===== config.mk =====
export PLATFORM = sky130hd
export DESIGN_NAME = xgmii_loop_top
export DESIGN_NICKNAME = d
export VERILOG_FILES = /design/src/rtl/xgmii_pkg.sv /design/src/rtl/pkt_credit_fifo.sv /design/src/rtl/xgmii_tx_framer.sv /design/src/rtl/xgmii_lane_enc.sv /design/src/rtl/xgmii_rx_deframer.sv /design/src/rtl/xgmii_loop_top.sv
export SDC_FILE = /design/constraint.sdc
export NUM_CORES = 1
export LEC_CHECK = 0
export BUFFER_PORTS_ARGS = -buffer_cell sky130_fd_sc_hd__buf_4
export CORE_ASPECT_RATIO = 0.9
export CORE_MARGIN = 3
export CORE_UTILIZATION = 61
export CTS_BUF_LIST = sky130_fd_sc_hd__clkbuf_8
export DETAILED_ROUTE_END_ITERATION = 12
export GPL_ROUTABILITY_DRIVEN = 0
export PLACE_DENSITY_LB_ADDON = 0.12
export SYNTH_ARGS = -nofsm -noshare
export SYNTH_HDL_FRONTEND = slang
export SYNTH_SLANG_ARGS = --single-unit

===== constraint.sdc =====
create_clock -name tx_clk_156 -period 11.65 [get_ports tx_clk_156]
set_clock_uncertainty 0.1 [all_clocks]
set_input_delay 2.33 -clock tx_clk_156 [delete_from_list [all_inputs] [get_ports tx_clk_156]]
set_output_delay 2.33 -clock tx_clk_156 [all_outputs]
set_load 0.05 [all_outputs]

===== src/rtl/xgmii_pkg.sv =====
// widths, XGMII characters, lane codes and FSM state types shared by the XGMII loop design
package xgmii_pkg;

    // packet beat layout
    localparam int DATA_W  = 64;
    localparam int LANES   = 8;
    localparam int EMPTY_W = 3;

    // packet FIFO sizing
    localparam int FIFO_DEPTH = 8;
    localparam int CNT_W      = 4;

    // XGMII control characters
    localparam logic [7:0] CH_IDLE  = 8'h07;
    localparam logic [7:0] CH_START = 8'hFB;
    localparam logic [7:0] CH_TERM  = 8'hFD;
    localparam logic [7:0] CH_ERROR = 8'hFE;

    // preamble bytes, sent as data
    localparam logic [7:0] CH_PREAMBLE = 8'h55;
    localparam logic [7:0] CH_SFD      = 8'hD5;

    // what a lane puts on the wire in the next column
    typedef enum logic [1:0] {
        LC_DATA  = 2'd0,
        LC_IDLE  = 2'd1,
        LC_START = 2'd2,
        LC_TERM  = 2'd3
    } lane_code_t;

    typedef enum logic [1:0] {
        TX_IDLE     = 2'd0,
        TX_PREAMBLE = 2'd1,
        TX_DATA     = 2'd2,
        TX_TERM     = 2'd3
    } tx_state_t;

    typedef enum logic {
        RX_IDLE  = 1'b0,
        RX_FRAME = 1'b1
    } rx_state_t;

endpackage


===== src/rtl/pkt_credit_fifo.sv =====
// packet FIFO with per-pop credit return and a count of whole stored packets
`timescale 1ns/1ps

module pkt_credit_fifo (
    input  logic                             tx_clk_156,
    input  logic                             rst_n_i,
    input  logic                             in_valid_i,
    input  logic [xgmii_pkg::DATA_W-1:0]     in_data_i,
    input  logic                             in_sop_i,
    input  logic                             in_eop_i,
    input  logic [xgmii_pkg::EMPTY_W-1:0]    in_empty_i,
    input  logic                             pop_i,
    output logic [xgmii_pkg::DATA_W-1:0]     head_data_o,
    output logic                             head_sop_o,
    output logic                             head_eop_o,
    output logic [xgmii_pkg::EMPTY_W-1:0]    head_empty_o,
    output logic                             pkt_ready_o,
    output logic                             credit_o
);

    logic [xgmii_pkg::DATA_W-1:0]            data_mem  [xgmii_pkg::FIFO_DEPTH];
    logic                                    sop_mem   [xgmii_pkg::FIFO_DEPTH];
    logic                                    eop_mem   [xgmii_pkg::FIFO_DEPTH];
    logic [xgmii_pkg::EMPTY_W-1:0]           empty_mem [xgmii_pkg::FIFO_DEPTH];

    logic [$clog2(xgmii_pkg::FIFO_DEPTH)-1:0] wr_ptr;
    logic [$clog2(xgmii_pkg::FIFO_DEPTH)-1:0] rd_ptr;
    logic [xgmii_pkg::CNT_W-1:0]              occ_cnt;
    logic [xgmii_pkg::CNT_W-1:0]              pkt_cnt;
    logic                                     push;
    logic                                     pop;

    // the source holds credits, so these guards only trip on a protocol error
    assign push = in_valid_i && (occ_cnt != xgmii_pkg::FIFO_DEPTH);
    assign pop  = pop_i && (occ_cnt != '0);

    assign head_data_o  = data_mem[rd_ptr];
    assign head_sop_o   = sop_mem[rd_ptr];
    assign head_eop_o   = eop_mem[rd_ptr];
    assign head_empty_o = empty_mem[rd_ptr];
    assign pkt_ready_o  = (pkt_cnt != '0);

    always_ff @(posedge tx_clk_156) begin
        if (push) begin
            data_mem[wr_ptr]  <= in_data_i;
            sop_mem[wr_ptr]   <= in_sop_i;
            eop_mem[wr_ptr]   <= in_eop_i;
            empty_mem[wr_ptr] <= in_empty_i;
        end
    end

    always_ff @(posedge tx_clk_156 or negedge rst_n_i) begin
        if (!rst_n_i) begin
            wr_ptr   <= '0;
            rd_ptr   <= '0;
            occ_cnt  <= '0;
            pkt_cnt  <= '0;
            credit_o <= 1'b0;
        end else begin
            // pointers wrap on their own, depth is a power of two
            if (push) begin
                wr_ptr <= wr_ptr + 1'b1;
            end
            if (pop) begin
                rd_ptr <= rd_ptr + 1'b1;
            end
            case ({push, pop})
                2'b10:   occ_cnt <= occ_cnt + 1'b1;
                2'b01:   occ_cnt <= occ_cnt - 1'b1;
                default: occ_cnt <= occ_cnt;
            endcase
            // whole packets, counted by eop beats in and out
            case ({push && in_eop_i, pop && head_eop_o})
                2'b10:   pkt_cnt <= pkt_cnt + 1'b1;
                2'b01:   pkt_cnt <= pkt_cnt - 1'b1;
                default: pkt_cnt <= pkt_cnt;
            endcase
            credit_o <= pop;
        end
    end

endmodule


===== src/rtl/xgmii_tx_framer.sv =====
// transmit framer FSM producing per-lane codes and bytes from stored packets
`timescale 1ns/1ps

module xgmii_tx_framer (
    input  logic                                              tx_clk_156,
    input  logic                                              rst_n_i,
    input  logic                                              pkt_ready_i,
    input  logic [xgmii_pkg::DATA_W-1:0]                      head_data_i,
    input  logic                                              head_eop_i,
    input  logic [xgmii_pkg::EMPTY_W-1:0]                     head_empty_i,
    output logic                                              pop_o,
    output xgmii_pkg::lane_code_t [xgmii_pkg::LANES-1:0]      lane_code_o,
    output logic [xgmii_pkg::LANES-1:0][7:0]                  lane_byte_o
);

    xgmii_pkg::tx_state_t state;
    xgmii_pkg::tx_state_t state_nxt;

    always_ff @(posedge tx_clk_156 or negedge rst_n_i) begin
        if (!rst_n_i) begin
            state <= xgmii_pkg::TX_IDLE;
        end else begin
            state <= state_nxt;
        end
    end

    always_comb begin
        state_nxt = state;
        case (state)
            xgmii_pkg::TX_IDLE: begin
                // a full packet must be stored before the frame may start
                if (pkt_ready_i) begin
                    state_nxt = xgmii_pkg::TX_PREAMBLE;
                end
            end
            xgmii_pkg::TX_PREAMBLE: begin
                state_nxt = xgmii_pkg::TX_DATA;
            end
            xgmii_pkg::TX_DATA: begin
                if (head_eop_i) begin
                    if (head_empty_i == '0) begin
                        state_nxt = xgmii_pkg::TX_TERM;
                    end else begin
                        state_nxt = xgmii_pkg::TX_IDLE;
                    end
                end
            end
            xgmii_pkg::TX_TERM: begin
                state_nxt = xgmii_pkg::TX_IDLE;
            end
            default: begin
                state_nxt = xgmii_pkg::TX_IDLE;
            end
        endcase
    end

    // one beat per data column, never stalls inside a frame
    assign pop_o = (state == xgmii_pkg::TX_DATA);

    always_comb begin
        for (int i = 0; i < xgmii_pkg::LANES; i++) begin
            lane_byte_o[i] = head_data_i[8*i +: 8];
            lane_code_o[i] = xgmii_pkg::LC_IDLE;
            case (state)
                xgmii_pkg::TX_PREAMBLE: begin
                    if (i == 0) begin
                        lane_code_o[i] = xgmii_pkg::LC_START;
                    end else begin
                        lane_code_o[i] = xgmii_pkg::LC_DATA;
                        if (i == xgmii_pkg::LANES - 1) begin
                            lane_byte_o[i] = xgmii_pkg::CH_SFD;
                        end else begin
                            lane_byte_o[i] = xgmii_pkg::CH_PREAMBLE;
                        end
                    end
                end
                xgmii_pkg::TX_DATA: begin
                    // lane 8-e gets terminate on a short last beat
                    if (!head_eop_i || (i + int'(head_empty_i) < xgmii_pkg::LANES)) begin
                        lane_code_o[i] = xgmii_pkg::LC_DATA;
                    end else if (i + int'(head_empty_i) == xgmii_pkg::LANES) begin
                        lane_code_o[i] = xgmii_pkg::LC_TERM;
                    end
                end
                xgmii_pkg::TX_TERM: begin
                    if (i == 0) begin
                        lane_code_o[i] = xgmii_pkg::LC_TERM;
                    end
                end
                default: begin
                    lane_code_o[i] = xgmii_pkg::LC_IDLE;
                end
            endcase
        end
    end

endmodule


===== src/rtl/xgmii_lane_enc.sv =====
// registered character and control encoder for a single XGMII lane
`timescale 1ns/1ps

module xgmii_lane_enc (
    input  logic                   tx_clk_156,
    input  logic                   rst_n_i,
    input  xgmii_pkg::lane_code_t  code_i,
    input  logic [7:0]             byte_i,
    output logic [7:0]             txd_o,
    output logic                   txc_o
);

    always_ff @(posedge tx_clk_156 or negedge rst_n_i) begin
        if (!rst_n_i) begin
            txd_o <= xgmii_pkg::CH_IDLE;
            txc_o <= 1'b1;
        end else begin
            // control bit set for every code but data
            txc_o <= (code_i != xgmii_pkg::LC_DATA);
            case (code_i)
                xgmii_pkg::LC_DATA:  txd_o <= byte_i;
                xgmii_pkg::LC_START: txd_o <= xgmii_pkg::CH_START;
                xgmii_pkg::LC_TERM:  txd_o <= xgmii_pkg::CH_TERM;
                default:             txd_o <= xgmii_pkg::CH_IDLE;
            endcase
        end
    end

endmodule


===== src/rtl/xgmii_rx_deframer.sv =====
// receive deframer turning XGMII columns into packet beats with eop, empty and error
`timescale 1ns/1ps

module xgmii_rx_deframer (
    input  logic                             tx_clk_156,
    input  logic                             rst_n_i,
    input  logic [xgmii_pkg::DATA_W-1:0]     xgmii_rx_data_i,
    input  logic [xgmii_pkg::LANES-1:0]      xgmii_rx_control_i,
    output logic                             out_valid_o,
    output logic [xgmii_pkg::DATA_W-1:0]     out_data_o,
    output logic                             out_sop_o,
    output logic                             out_eop_o,
    output logic [xgmii_pkg::EMPTY_W-1:0]    out_empty_o,
    output logic                             out_error_o
);

    xgmii_pkg::rx_state_t                 state;
    logic [xgmii_pkg::LANES-1:0][7:0]     rxd_q;
    logic [xgmii_pkg::LANES-1:0]          rxc_q;

    logic                                 start_col;
    logic                                 term_lane0;
    logic                                 term_found;
    logic [xgmii_pkg::EMPTY_W-1:0]        term_empty;
    logic                                 col_err;
    logic                                 eop_now;

    logic                                 hold_valid;
    logic [xgmii_pkg::DATA_W-1:0]         hold_data;
    logic                                 hold_sop;
    logic                                 hold_eop;
    logic [xgmii_pkg::EMPTY_W-1:0]        hold_empty;
    logic                                 hold_err;
    logic                                 err_sticky;
    logic                                 sop_pend;

    assign start_col  = rxc_q[0] && (rxd_q[0] == xgmii_pkg::CH_START);
    assign term_lane0 = rxc_q[0] && (rxd_q[0] == xgmii_pkg::CH_TERM);

    // first terminate in the column, and any other control byte before it
    always_comb begin
        term_found = 1'b0;
        term_empty = '0;
        col_err    = 1'b0;
        for (int i = 0; i < xgmii_pkg::LANES; i++) begin
            if (!term_found && rxc_q[i]) begin
                if (rxd_q[i] == xgmii_pkg::CH_TERM) begin
                    term_found = 1'b1;
                    term_empty = (xgmii_pkg::EMPTY_W)'(xgmii_pkg::LANES - i);
                end else begin
                    col_err = 1'b1;
                end
            end
        end
    end

    // terminate alone in lane 0 closes the beat already held
    assign eop_now = (state == xgmii_pkg::RX_FRAME) && term_lane0;

    assign out_valid_o = hold_valid;
    assign out_data_o  = hold_data;
    assign out_sop_o   = hold_valid && hold_sop;
    assign out_eop_o   = hold_valid && (hold_eop || eop_now);
    assign out_empty_o = hold_empty;
    assign out_error_o = out_eop_o && hold_err;

    always_ff @(posedge tx_clk_156) begin
        rxd_q <= xgmii_rx_data_i;
        if (state == xgmii_pkg::RX_FRAME && !term_lane0) begin
            hold_data  <= rxd_q;
            hold_empty <= term_found ? term_empty : '0;
        end
    end

    always_ff @(posedge tx_clk_156 or negedge rst_n_i) begin
        if (!rst_n_i) begin
            rxc_q      <= '0;
            state      <= xgmii_pkg::RX_IDLE;
            hold_valid <= 1'b0;
            hold_sop   <= 1'b0;
            hold_eop   <= 1'b0;
            hold_err   <= 1'b0;
            err_sticky <= 1'b0;
            sop_pend   <= 1'b0;
        end else begin
            rxc_q      <= xgmii_rx_control_i;
            hold_valid <= 1'b0;
            hold_eop   <= 1'b0;
            case (state)
                xgmii_pkg::RX_IDLE: begin
                    // start column also carries the preamble, skip it whole
                    if (start_col) begin
                        state      <= xgmii_pkg::RX_FRAME;
                        err_sticky <= 1'b0;
                        sop_pend   <= 1'b1;
                    end
                end
                default: begin
                    if (term_lane0) begin
                        state <= xgmii_pkg::RX_IDLE;
                    end else begin
                        hold_valid <= 1'b1;
                        hold_sop   <= sop_pend;
                        hold_err   <= err_sticky || col_err;
                        err_sticky <= err_sticky || col_err;
                        sop_pend   <= 1'b0;
                        if (term_found) begin
                            hold_eop <= 1'b1;
                            state    <= xgmii_pkg::RX_IDLE;
                        end
                    end
                end
            endcase
        end
    end

endmodule


===== src/rtl/xgmii_loop_top.sv =====
// top level with packet FIFO, transmit framer, eight lane encoders and receive deframer
`timescale 1ns/1ps

module xgmii_loop_top (
    input  logic                             tx_clk_156,
    input  logic                             rst_n_i,
    input  logic                             in_valid_i,
    input  logic [xgmii_pkg::DATA_W-1:0]     in_data_i,
    input  logic                             in_sop_i,
    input  logic                             in_eop_i,
    input  logic [xgmii_pkg::EMPTY_W-1:0]    in_empty_i,
    output logic                             in_credit_o,
    output logic [xgmii_pkg::DATA_W-1:0]     xgmii_tx_data_o,
    output logic [xgmii_pkg::LANES-1:0]      xgmii_tx_control_o,
    input  logic [xgmii_pkg::DATA_W-1:0]     xgmii_rx_data_i,
    input  logic [xgmii_pkg::LANES-1:0]      xgmii_rx_control_i,
    output logic                             out_valid_o,
    output logic [xgmii_pkg::DATA_W-1:0]     out_data_o,
    output logic                             out_sop_o,
    output logic                             out_eop_o,
    output logic [xgmii_pkg::EMPTY_W-1:0]    out_empty_o,
    output logic                             out_error_o
);

    logic [xgmii_pkg::DATA_W-1:0]                     head_data;
    logic                                             head_eop;
    logic [xgmii_pkg::EMPTY_W-1:0]                    head_empty;
    logic                                             pkt_ready;
    logic                                             pop;
    xgmii_pkg::lane_code_t [xgmii_pkg::LANES-1:0]     lane_code;
    logic [xgmii_pkg::LANES-1:0][7:0]                 lane_byte;

    // sop is implied by frame start in the framer
    pkt_credit_fifo tx_fifo (
        .tx_clk_156   (tx_clk_156),
        .rst_n_i      (rst_n_i),
        .in_valid_i   (in_valid_i),
        .in_data_i    (in_data_i),
        .in_sop_i     (in_sop_i),
        .in_eop_i     (in_eop_i),
        .in_empty_i   (in_empty_i),
        .pop_i        (pop),
        .head_data_o  (head_data),
        .head_sop_o   (),
        .head_eop_o   (head_eop),
        .head_empty_o (head_empty),
        .pkt_ready_o  (pkt_ready),
        .credit_o     (in_credit_o)
    );

    xgmii_tx_framer framer (
        .tx_clk_156   (tx_clk_156),
        .rst_n_i      (rst_n_i),
        .pkt_ready_i  (pkt_ready),
        .head_data_i  (head_data),
        .head_eop_i   (head_eop),
        .head_empty_i (head_empty),
        .pop_o        (pop),
        .lane_code_o  (lane_code),
        .lane_byte_o  (lane_byte)
    );

    for (genvar i = 0; i < xgmii_pkg::LANES; i++) begin : g_lane
        xgmii_lane_enc lane_enc (
            .tx_clk_156 (tx_clk_156),
            .rst_n_i    (rst_n_i),
            .code_i     (lane_code[i]),
            .byte_i     (lane_byte[i]),
            .txd_o      (xgmii_tx_data_o[8*i +: 8]),
            .txc_o      (xgmii_tx_control_o[i])
        );
    end

    xgmii_rx_deframer deframer (
        .tx_clk_156         (tx_clk_156),
        .rst_n_i            (rst_n_i),
        .xgmii_rx_data_i    (xgmii_rx_data_i),
        .xgmii_rx_control_i (xgmii_rx_control_i),
        .out_valid_o        (out_valid_o),
        .out_data_o         (out_data_o),
        .out_sop_o          (out_sop_o),
        .out_eop_o          (out_eop_o),
        .out_empty_o        (out_empty_o),
        .out_error_o        (out_error_o)
    );

endmodule


== Word-level counts from Yosys, hierarchy flattened ==
Memories as Yosys holds them, arrays and structs flattened.
Cells that the tools add are included.

* Bits in registers: 235
* Bits in writable memories: 544
* Input port bits: 144
* Output and inout port bits: 144
* Word-level logic and storage cells: 278
* Memories kept: 3

* $add $sub $neg: 13
* $lt $le $gt $ge: 8
* Equality and inequality tests: 43
* Multiplexer cells: 107
* Bitwise logic cells: 1
* Reductions and logical operators: 63

{| class="wikitable"
|+ Memories
! name !! words !! bits a word !! read ports !! clocked after memory_dff !! write ports !! line !! text
|-
| tx_fifo.data_mem || 8 || 64 || 1 || 0 || 1 || pkt_credit_fifo.sv:21 || <nowiki>logic [xgmii_pkg::DATA_W-1:0] data_mem [xgmii_pkg::FIFO_DEPTH];</nowiki>
|-
| tx_fifo.empty_mem || 8 || 3 || 1 || 0 || 1 || pkt_credit_fifo.sv:24 || <nowiki>logic [xgmii_pkg::EMPTY_W-1:0] empty_mem [xgmii_pkg::FIFO_DEPTH];</nowiki>
|-
| tx_fifo.eop_mem || 8 || 1 || 1 || 0 || 1 || pkt_credit_fifo.sv:23 || <nowiki>logic eop_mem [xgmii_pkg::FIFO_DEPTH];</nowiki>
|}

{| class="wikitable"
|+ Operators by type and width
! kind !! number
|-
| $eq A32 B5 Y1 const B || 7
|-
| $lt A32 B5 Y1 const B || 7
|-
| $pmux W8 S3 || 8
|-
| $eq A8 B8 Y1 const B || 9
|-
| $mux W8 || 7
|-
| $mux W1 || 50
|-
| $mux W3 || 14
|-
| $eq A2 B2 Y1 const B || 20
|-
| $mux W2 || 17
|-
| $pmux W2 S2 || 7
|-
| $reduce_bool A2 Y1 || 11
|-
| $logic_and A1 B1 Y1 || 18
|-
| $logic_not A2 Y1 || 9
|-
| $add A3 B3 Y4 const A || 4
|-
| $pmux W4 S2 || 2
|-
| $logic_or A1 B1 Y1 || 10
|-
| $logic_not A1 Y1 || 9
|-
| $add A2 B3 Y4 const A || 2
|-
| $add A4 B1 Y4 const B || 2
|-
| $pmux W2 S4 || 1
|-
| $reduce_bool A4 Y1 || 2
|-
| $sub A4 B1 Y4 const B || 2
|-
| $add A3 B1 Y3 const B || 2
|-
| $eq A2 B1 Y1 const B || 3
|-
| other kinds (9) || 12
|}

== Depth between registers and ports, before layout ==
* Word-level depth: 27
* Gate-level depth with buffers: 12
* Gate-level depth less buffers: 11

== By module ==
From an unflattened synthesis, not the netlist that was laid out.

* Cells, all modules: 1422
* Area total of the unflattened synthesis: 29329.4 um2

{| class="wikitable"
|+ Modules (own cells, without submodules)
! module !! times used !! cells an instance !! area each (um2) !! seq. area each (um2)
|-
| pkt_credit_fifo || 1 || 894 || 21708.3 || 16951.3
|-
| xgmii_rx_deframer || 1 || 228 || 4189.0 || 3668.5
|-
| xgmii_lane_enc || 8 || 22 || 324.1 || 230.2
|-
| xgmii_tx_framer || 1 || 124 || 839.6 || 50.0
|}

== Worst setup path after synthesis ==
OpenSTA, ideal clock, no wires.

* Path type: input -> register
* From: input port in_valid_i
* To: memory tx_fifo.data_mem[0][0] (netlist name) (enable)
* Arrival time: 9.216 ns
* Slack: 1.672 ns
* Stages on the path: 3
* Buffers on the path: 0
* Path through: and2_0 clkinv_1 nor4_1

* Longest elaborated chain between the ends: 3

{| class="wikitable"
|+ Ends and longest elaborated chain
! element !! line !! text
|-
| start: declaration || xgmii_loop_top.sv:7 || <nowiki>input logic in_valid_i,</nowiki>
|-
| $logic_and A1 B1 Y1 || pkt_credit_fifo.sv:34 || <nowiki>assign push = in_valid_i && (occ_cnt != xgmii_pkg::FIFO_DEPTH);</nowiki>
|-
| $mux W1 || pkt_credit_fifo.sv:44 || <nowiki>if (push) begin</nowiki>
|-
| $mux W1 (implied by the code) || pkt_credit_fifo.sv:45 || <nowiki>data_mem[wr_ptr] <= in_data_i;</nowiki>
|-
| end: declaration || pkt_credit_fifo.sv:21 ||
|}

Every way passes these cells.

== Worst setup path in the final report ==
* From: register tx_fifo.rd_ptr[1] (netlist name)
* To: register tx_fifo.pkt_cnt[3] (netlist name)

* Longest elaborated chain between the ends: 4
* Elaborated cells on any way between the ends: 6
* Classes of those cells: 2 x eq/ne; 1 x mux; 2 x reduce/logical; 1 x memory

{| class="wikitable"
|+ Ends and longest elaborated chain
! element !! line !! text
|-
| start: declaration || pkt_credit_fifo.sv:27 || <nowiki>logic [$clog2(xgmii_pkg::FIFO_DEPTH)-1:0] rd_ptr;</nowiki>
|-
| start signal: assignment || pkt_credit_fifo.sv:65 || <nowiki>rd_ptr <= rd_ptr + 1'b1;</nowiki>
|-
| $mem_v2 Z8 W1 (*) || - ||
|-
| $logic_and A1 B1 Y1 (*) || pkt_credit_fifo.sv:73 || <nowiki>case ({push && in_eop_i, pop && head_eop_o})</nowiki>
|-
| $eq A2 B1 Y1 or $eq A2 B2 Y1 (tied branches) || pkt_credit_fifo.sv:73 ||
|-
| $pmux W4 S2 or $reduce_bool A2 Y1 (tied branches) || - ||
|-
| end signal: assignment || pkt_credit_fifo.sv:74 || <nowiki>2'b10: pkt_cnt <= pkt_cnt + 1'b1;</nowiki>
|-
| end signal: assignment || pkt_credit_fifo.sv:75 || <nowiki>2'b01: pkt_cnt <= pkt_cnt - 1'b1;</nowiki>
|-
| end signal: assignment || pkt_credit_fifo.sv:76 || <nowiki>default: pkt_cnt <= pkt_cnt;</nowiki>
|-
| end: declaration || pkt_credit_fifo.sv:29 || <nowiki>logic [xgmii_pkg::CNT_W-1:0] pkt_cnt;</nowiki>
|}

Mark *: on every way between the ends. The rest lies on a longest branch, timed or not.
A chain may end at the register's enable or synchronous reset.

==> impl_metrics.toml <==
[final_layout]
finalInstanceArea_mm2 = 0.0336
final_cell_mix = "edfxtp_1 (611), buf_4 (310), clkbuf_8 (135)"
finish.net_count = 1904
syn2layout_area_growth_pct = 18.5
final_common_cell = "edfxtp_1"
fillers = 2659
final_cells = 2450
drive_above_1_share_pct = 36.9
fin_util_pct = 73.6

[timing]
setup_violations = 0
slew-limit-headroom_pct = 26.1
fin_hold_ws_ps = 325
fin_setup_tns_ps = 0
hold_viol_final = 0
rsz0062_at_grt = "false"
slew_viol_final = 0
finalCritPeriodShare_pct = 43.0
max_freq_mhz = 200
layout_min_cycle_time_ps = 5000
setup_ws_ps = 6650
worstMarginPinSlew_ps = 1100

[synthesis]
yosysWarnings = 0
synth_seq_cells = 779
synth_top_area_cell = "edfxtp_1"
synth_area_mm2 = 0.0283
synth_area_leaders = "edfxtp_1 (65%), mux4_2 (10%), dfrtp_1 (6.4%)"
synth_flop_cell = "edfxtp_1"
syn_inst = 1368
synth_top_area_share_pct = 64.8
synth_seq_area_share_pct = 78.6
syn_area_per_cell_um2 = 20.7
synth_edf_count = 611
syn_nets = 1532
ys_types = 63
async_flop_share_pct = 13.4

[critical_path]
critical_path.endpoint_type = "flip-flop"
cp.arrival_ps = 5480
start_kind = "flip-flop"
r2r_slack_ps = 6650
r2r_cells = 12
criticalPathCategory = "reg2reg"
path_cells = "buf_4 -> buf_4 -> mux4_1 -> mux2i_1 -> nor2_1 -> ha_1 -> ha_1 -> a21o_1 -> a21oi_1 -> xnor2_1 -> nor2_1 -> xor2_1"
r2r_end = "tx_fifo.pkt_cnt[3]"
setup.worst_path.start = "tx_fifo.rd_ptr[1]"
cp.required_ps = 12130
worst_path_max_delay_cell = "buf_4"
rr_startpoint = "tx_fifo.rd_ptr[1]"
crit_fanout = 55
max_stage_delay_ps = 770

[global_route]
gr-max-usage-layer = "met2"
grtUsageMet1_pct = 33.3
grt_pass1_wl_um = 89100
antenna_found_initial = 4
use_met2_pct = 40.4
grtUsageTotal_pct = 24.9
use_met3_pct = 5.61
overflow = 0
grt_max_degree = 110
first_global_vias = 14900

[placement]
dp_slack_ps = 6500
port_buffers = 286
dpl-instance-area_mm2 = 0.0312
hpwl_um = 35900
placed_cells = 2231

[clock_tree]
cts.htree.levels = 3
clockBufferDepth = 3
numClockSinks = 779
cts_tree = "done"
clk_pin_slew_ps = 60
post_cts_buffers = 0
clk_latency_ps = 700
ctsResizeCount = 0
root_buffer = "clkbuf_8"
cts_hold_buf = 0
cts_made_buffers = 115

[power]
p_leak_nw = 12.2
powerDensity_mw_per_mm2 = 251
power_mw = 8.44
ir_worst_vdd_mv = 0.212

[drt]
num_vias = 14200
drcViolationCount = 0
drtAntennaViolNets = 0
wl_per_cell_um = 24.6
drt_pass1_iterations = 5
drtIter0Drc = 1121
wl_um = 60200
vias_per_cell = 5.80

[floorplan]
core_area_mm2 = 0.0456
die_area_mm2 = 0.0491
dieHeight_um = 210
io_pins = 288
std_cell_rows = 74
chipWidth_um = 233
start_util_pct = 62.1

[min_path]
min_from = "deframer.rxd_q[33]"
hp-class = "reg2reg"
worstHoldPathCells = 0
hold_end = "deframer.out_data_o[33]"

[flow_run]
cap_violations = 0

[run_status]
outcome = "finished, final reports clean"
## registers in the layout, indices dropped and copies added (netlist names), 3 cells and up
register,flops
deframer.rxc_q,8
tx_fifo.pkt_cnt,4
g_lane.lane_enc.txc_o,8
deframer.out_empty_o,3
deframer.rxd_q,64
tx_fifo.occ_cnt,4
tx_fifo.empty_mem,24
tx_fifo.data_mem,512
tx_fifo.rd_ptr,3
g_lane.lane_enc.txd_o,64
tx_fifo.wr_ptr,3
tx_fifo.eop_mem,8
deframer.out_data_o,64
## power by group
| part | switching (mW) | internal (mW) |
|---|---|---|
| sequential | 0.217 | 3.51 |
| combinational | 1.53 | 0.988 |
| clock | 1.00 | 1.19 |
| total | 2.75 | 5.69 |
## logic make-up (layout without fill, tap and decap cells)
kind of cell    count (synthesis)  count (layout)  share of synthesized area [%]
compound gates                125             125                           2.65
buf+inv                        78             551                           1.32
mux                           203             203                           13.4
fa+ha+maj                      20              20                          0.936
flops                         779             779                           78.6
xor+xnor                       12              12                          0.371
simple gates                  151             151                           2.69
other cells                     0               1                              0
## critical path, delay by kind of cell (launching register included)
kind,cells,cell delay [ps]
buffers and inverters,2,1490
multiplexers,2,1140
flip-flops,1,750
adder cells (fa/ha/maj),2,550
AO/OA/AOI/OAI,2,350
XOR/XNOR,2,280
AND/OR/NAND/NOR,2,180
## synthesized netlist by cell type, types with 3 or more instances
| library cell | count |
|---|---|
| ha_1 | 18 |
| mux2i_1 | 43 |
| o211ai_1 | 3 |
| nor2b_1 | 15 |
| mux4_2 | 132 |
| dfstp_2 | 32 |
| edfxtp_1 | 611 |
| clkbuf_1 | 8 |
| a31oi_1 | 5 |
| buf_4 | 8 |
| nor4_1 | 3 |
| xor2_1 | 4 |
| mux2_2 | 22 |
| a211o_1 | 9 |
| xnor2_1 | 8 |
| nor3_1 | 9 |
| nand4b_1 | 4 |
| mux4_1 | 5 |
| o21a_1 | 3 |
| and2_1 | 3 |
| nand3_1 | 8 |
| nor2_1 | 29 |
| inv_1 | 19 |
| buf_2 | 35 |
| o21ai_0 | 48 |
| a21o_1 | 3 |
| dfxtp_1 | 64 |
| and4_1 | 4 |
| buf_1 | 4 |
| a21oi_1 | 31 |
| nand4_1 | 8 |
| dfrtp_1 | 72 |
| o21ai_1 | 4 |
| a211oi_1 | 4 |
| nand2b_1 | 4 |
| nand2_1 | 51 |
## per-layer routing
layer  vias up  share of wire (%)
met4         6                3.3
li1       6242                  -
met1      7310                 40
met2       538                 49
met5         -              0.066
met3       126                7.5
## final cells by class
cell class	count	area, um2	share of cell area [%]
repair buffers	311	2350	6.99
inverters	22	82.6	0.246
flip-flops and latches	779	22300	66.3
clock buffers	135	1860	5.53
diodes	1	2.50	0.00745
well taps	608	761	2.27
clock inverters	83	517	1.54
multi-input cells	511	5730	17.1
## how the worst max path moves through the flow
stage / endpoint / slack (ps) / cells past startpoint
2_1_floorplan: tx_fifo.data_mem[0][0] / 1670 / 3
3_3_place_gp: tx_fifo.data_mem[6][60] / 6520 / 5
3_5_place_dp: tx_fifo.data_mem[6][60] / 6500 / 5
4_1_cts: tx_fifo.pkt_cnt[3] / 6610 / 12
5_1_grt: tx_fifo.pkt_cnt[3] / 6370 / 12
6_report: tx_fifo.pkt_cnt[3] / 6650 / 12
(Power assumes the default switching activity.)
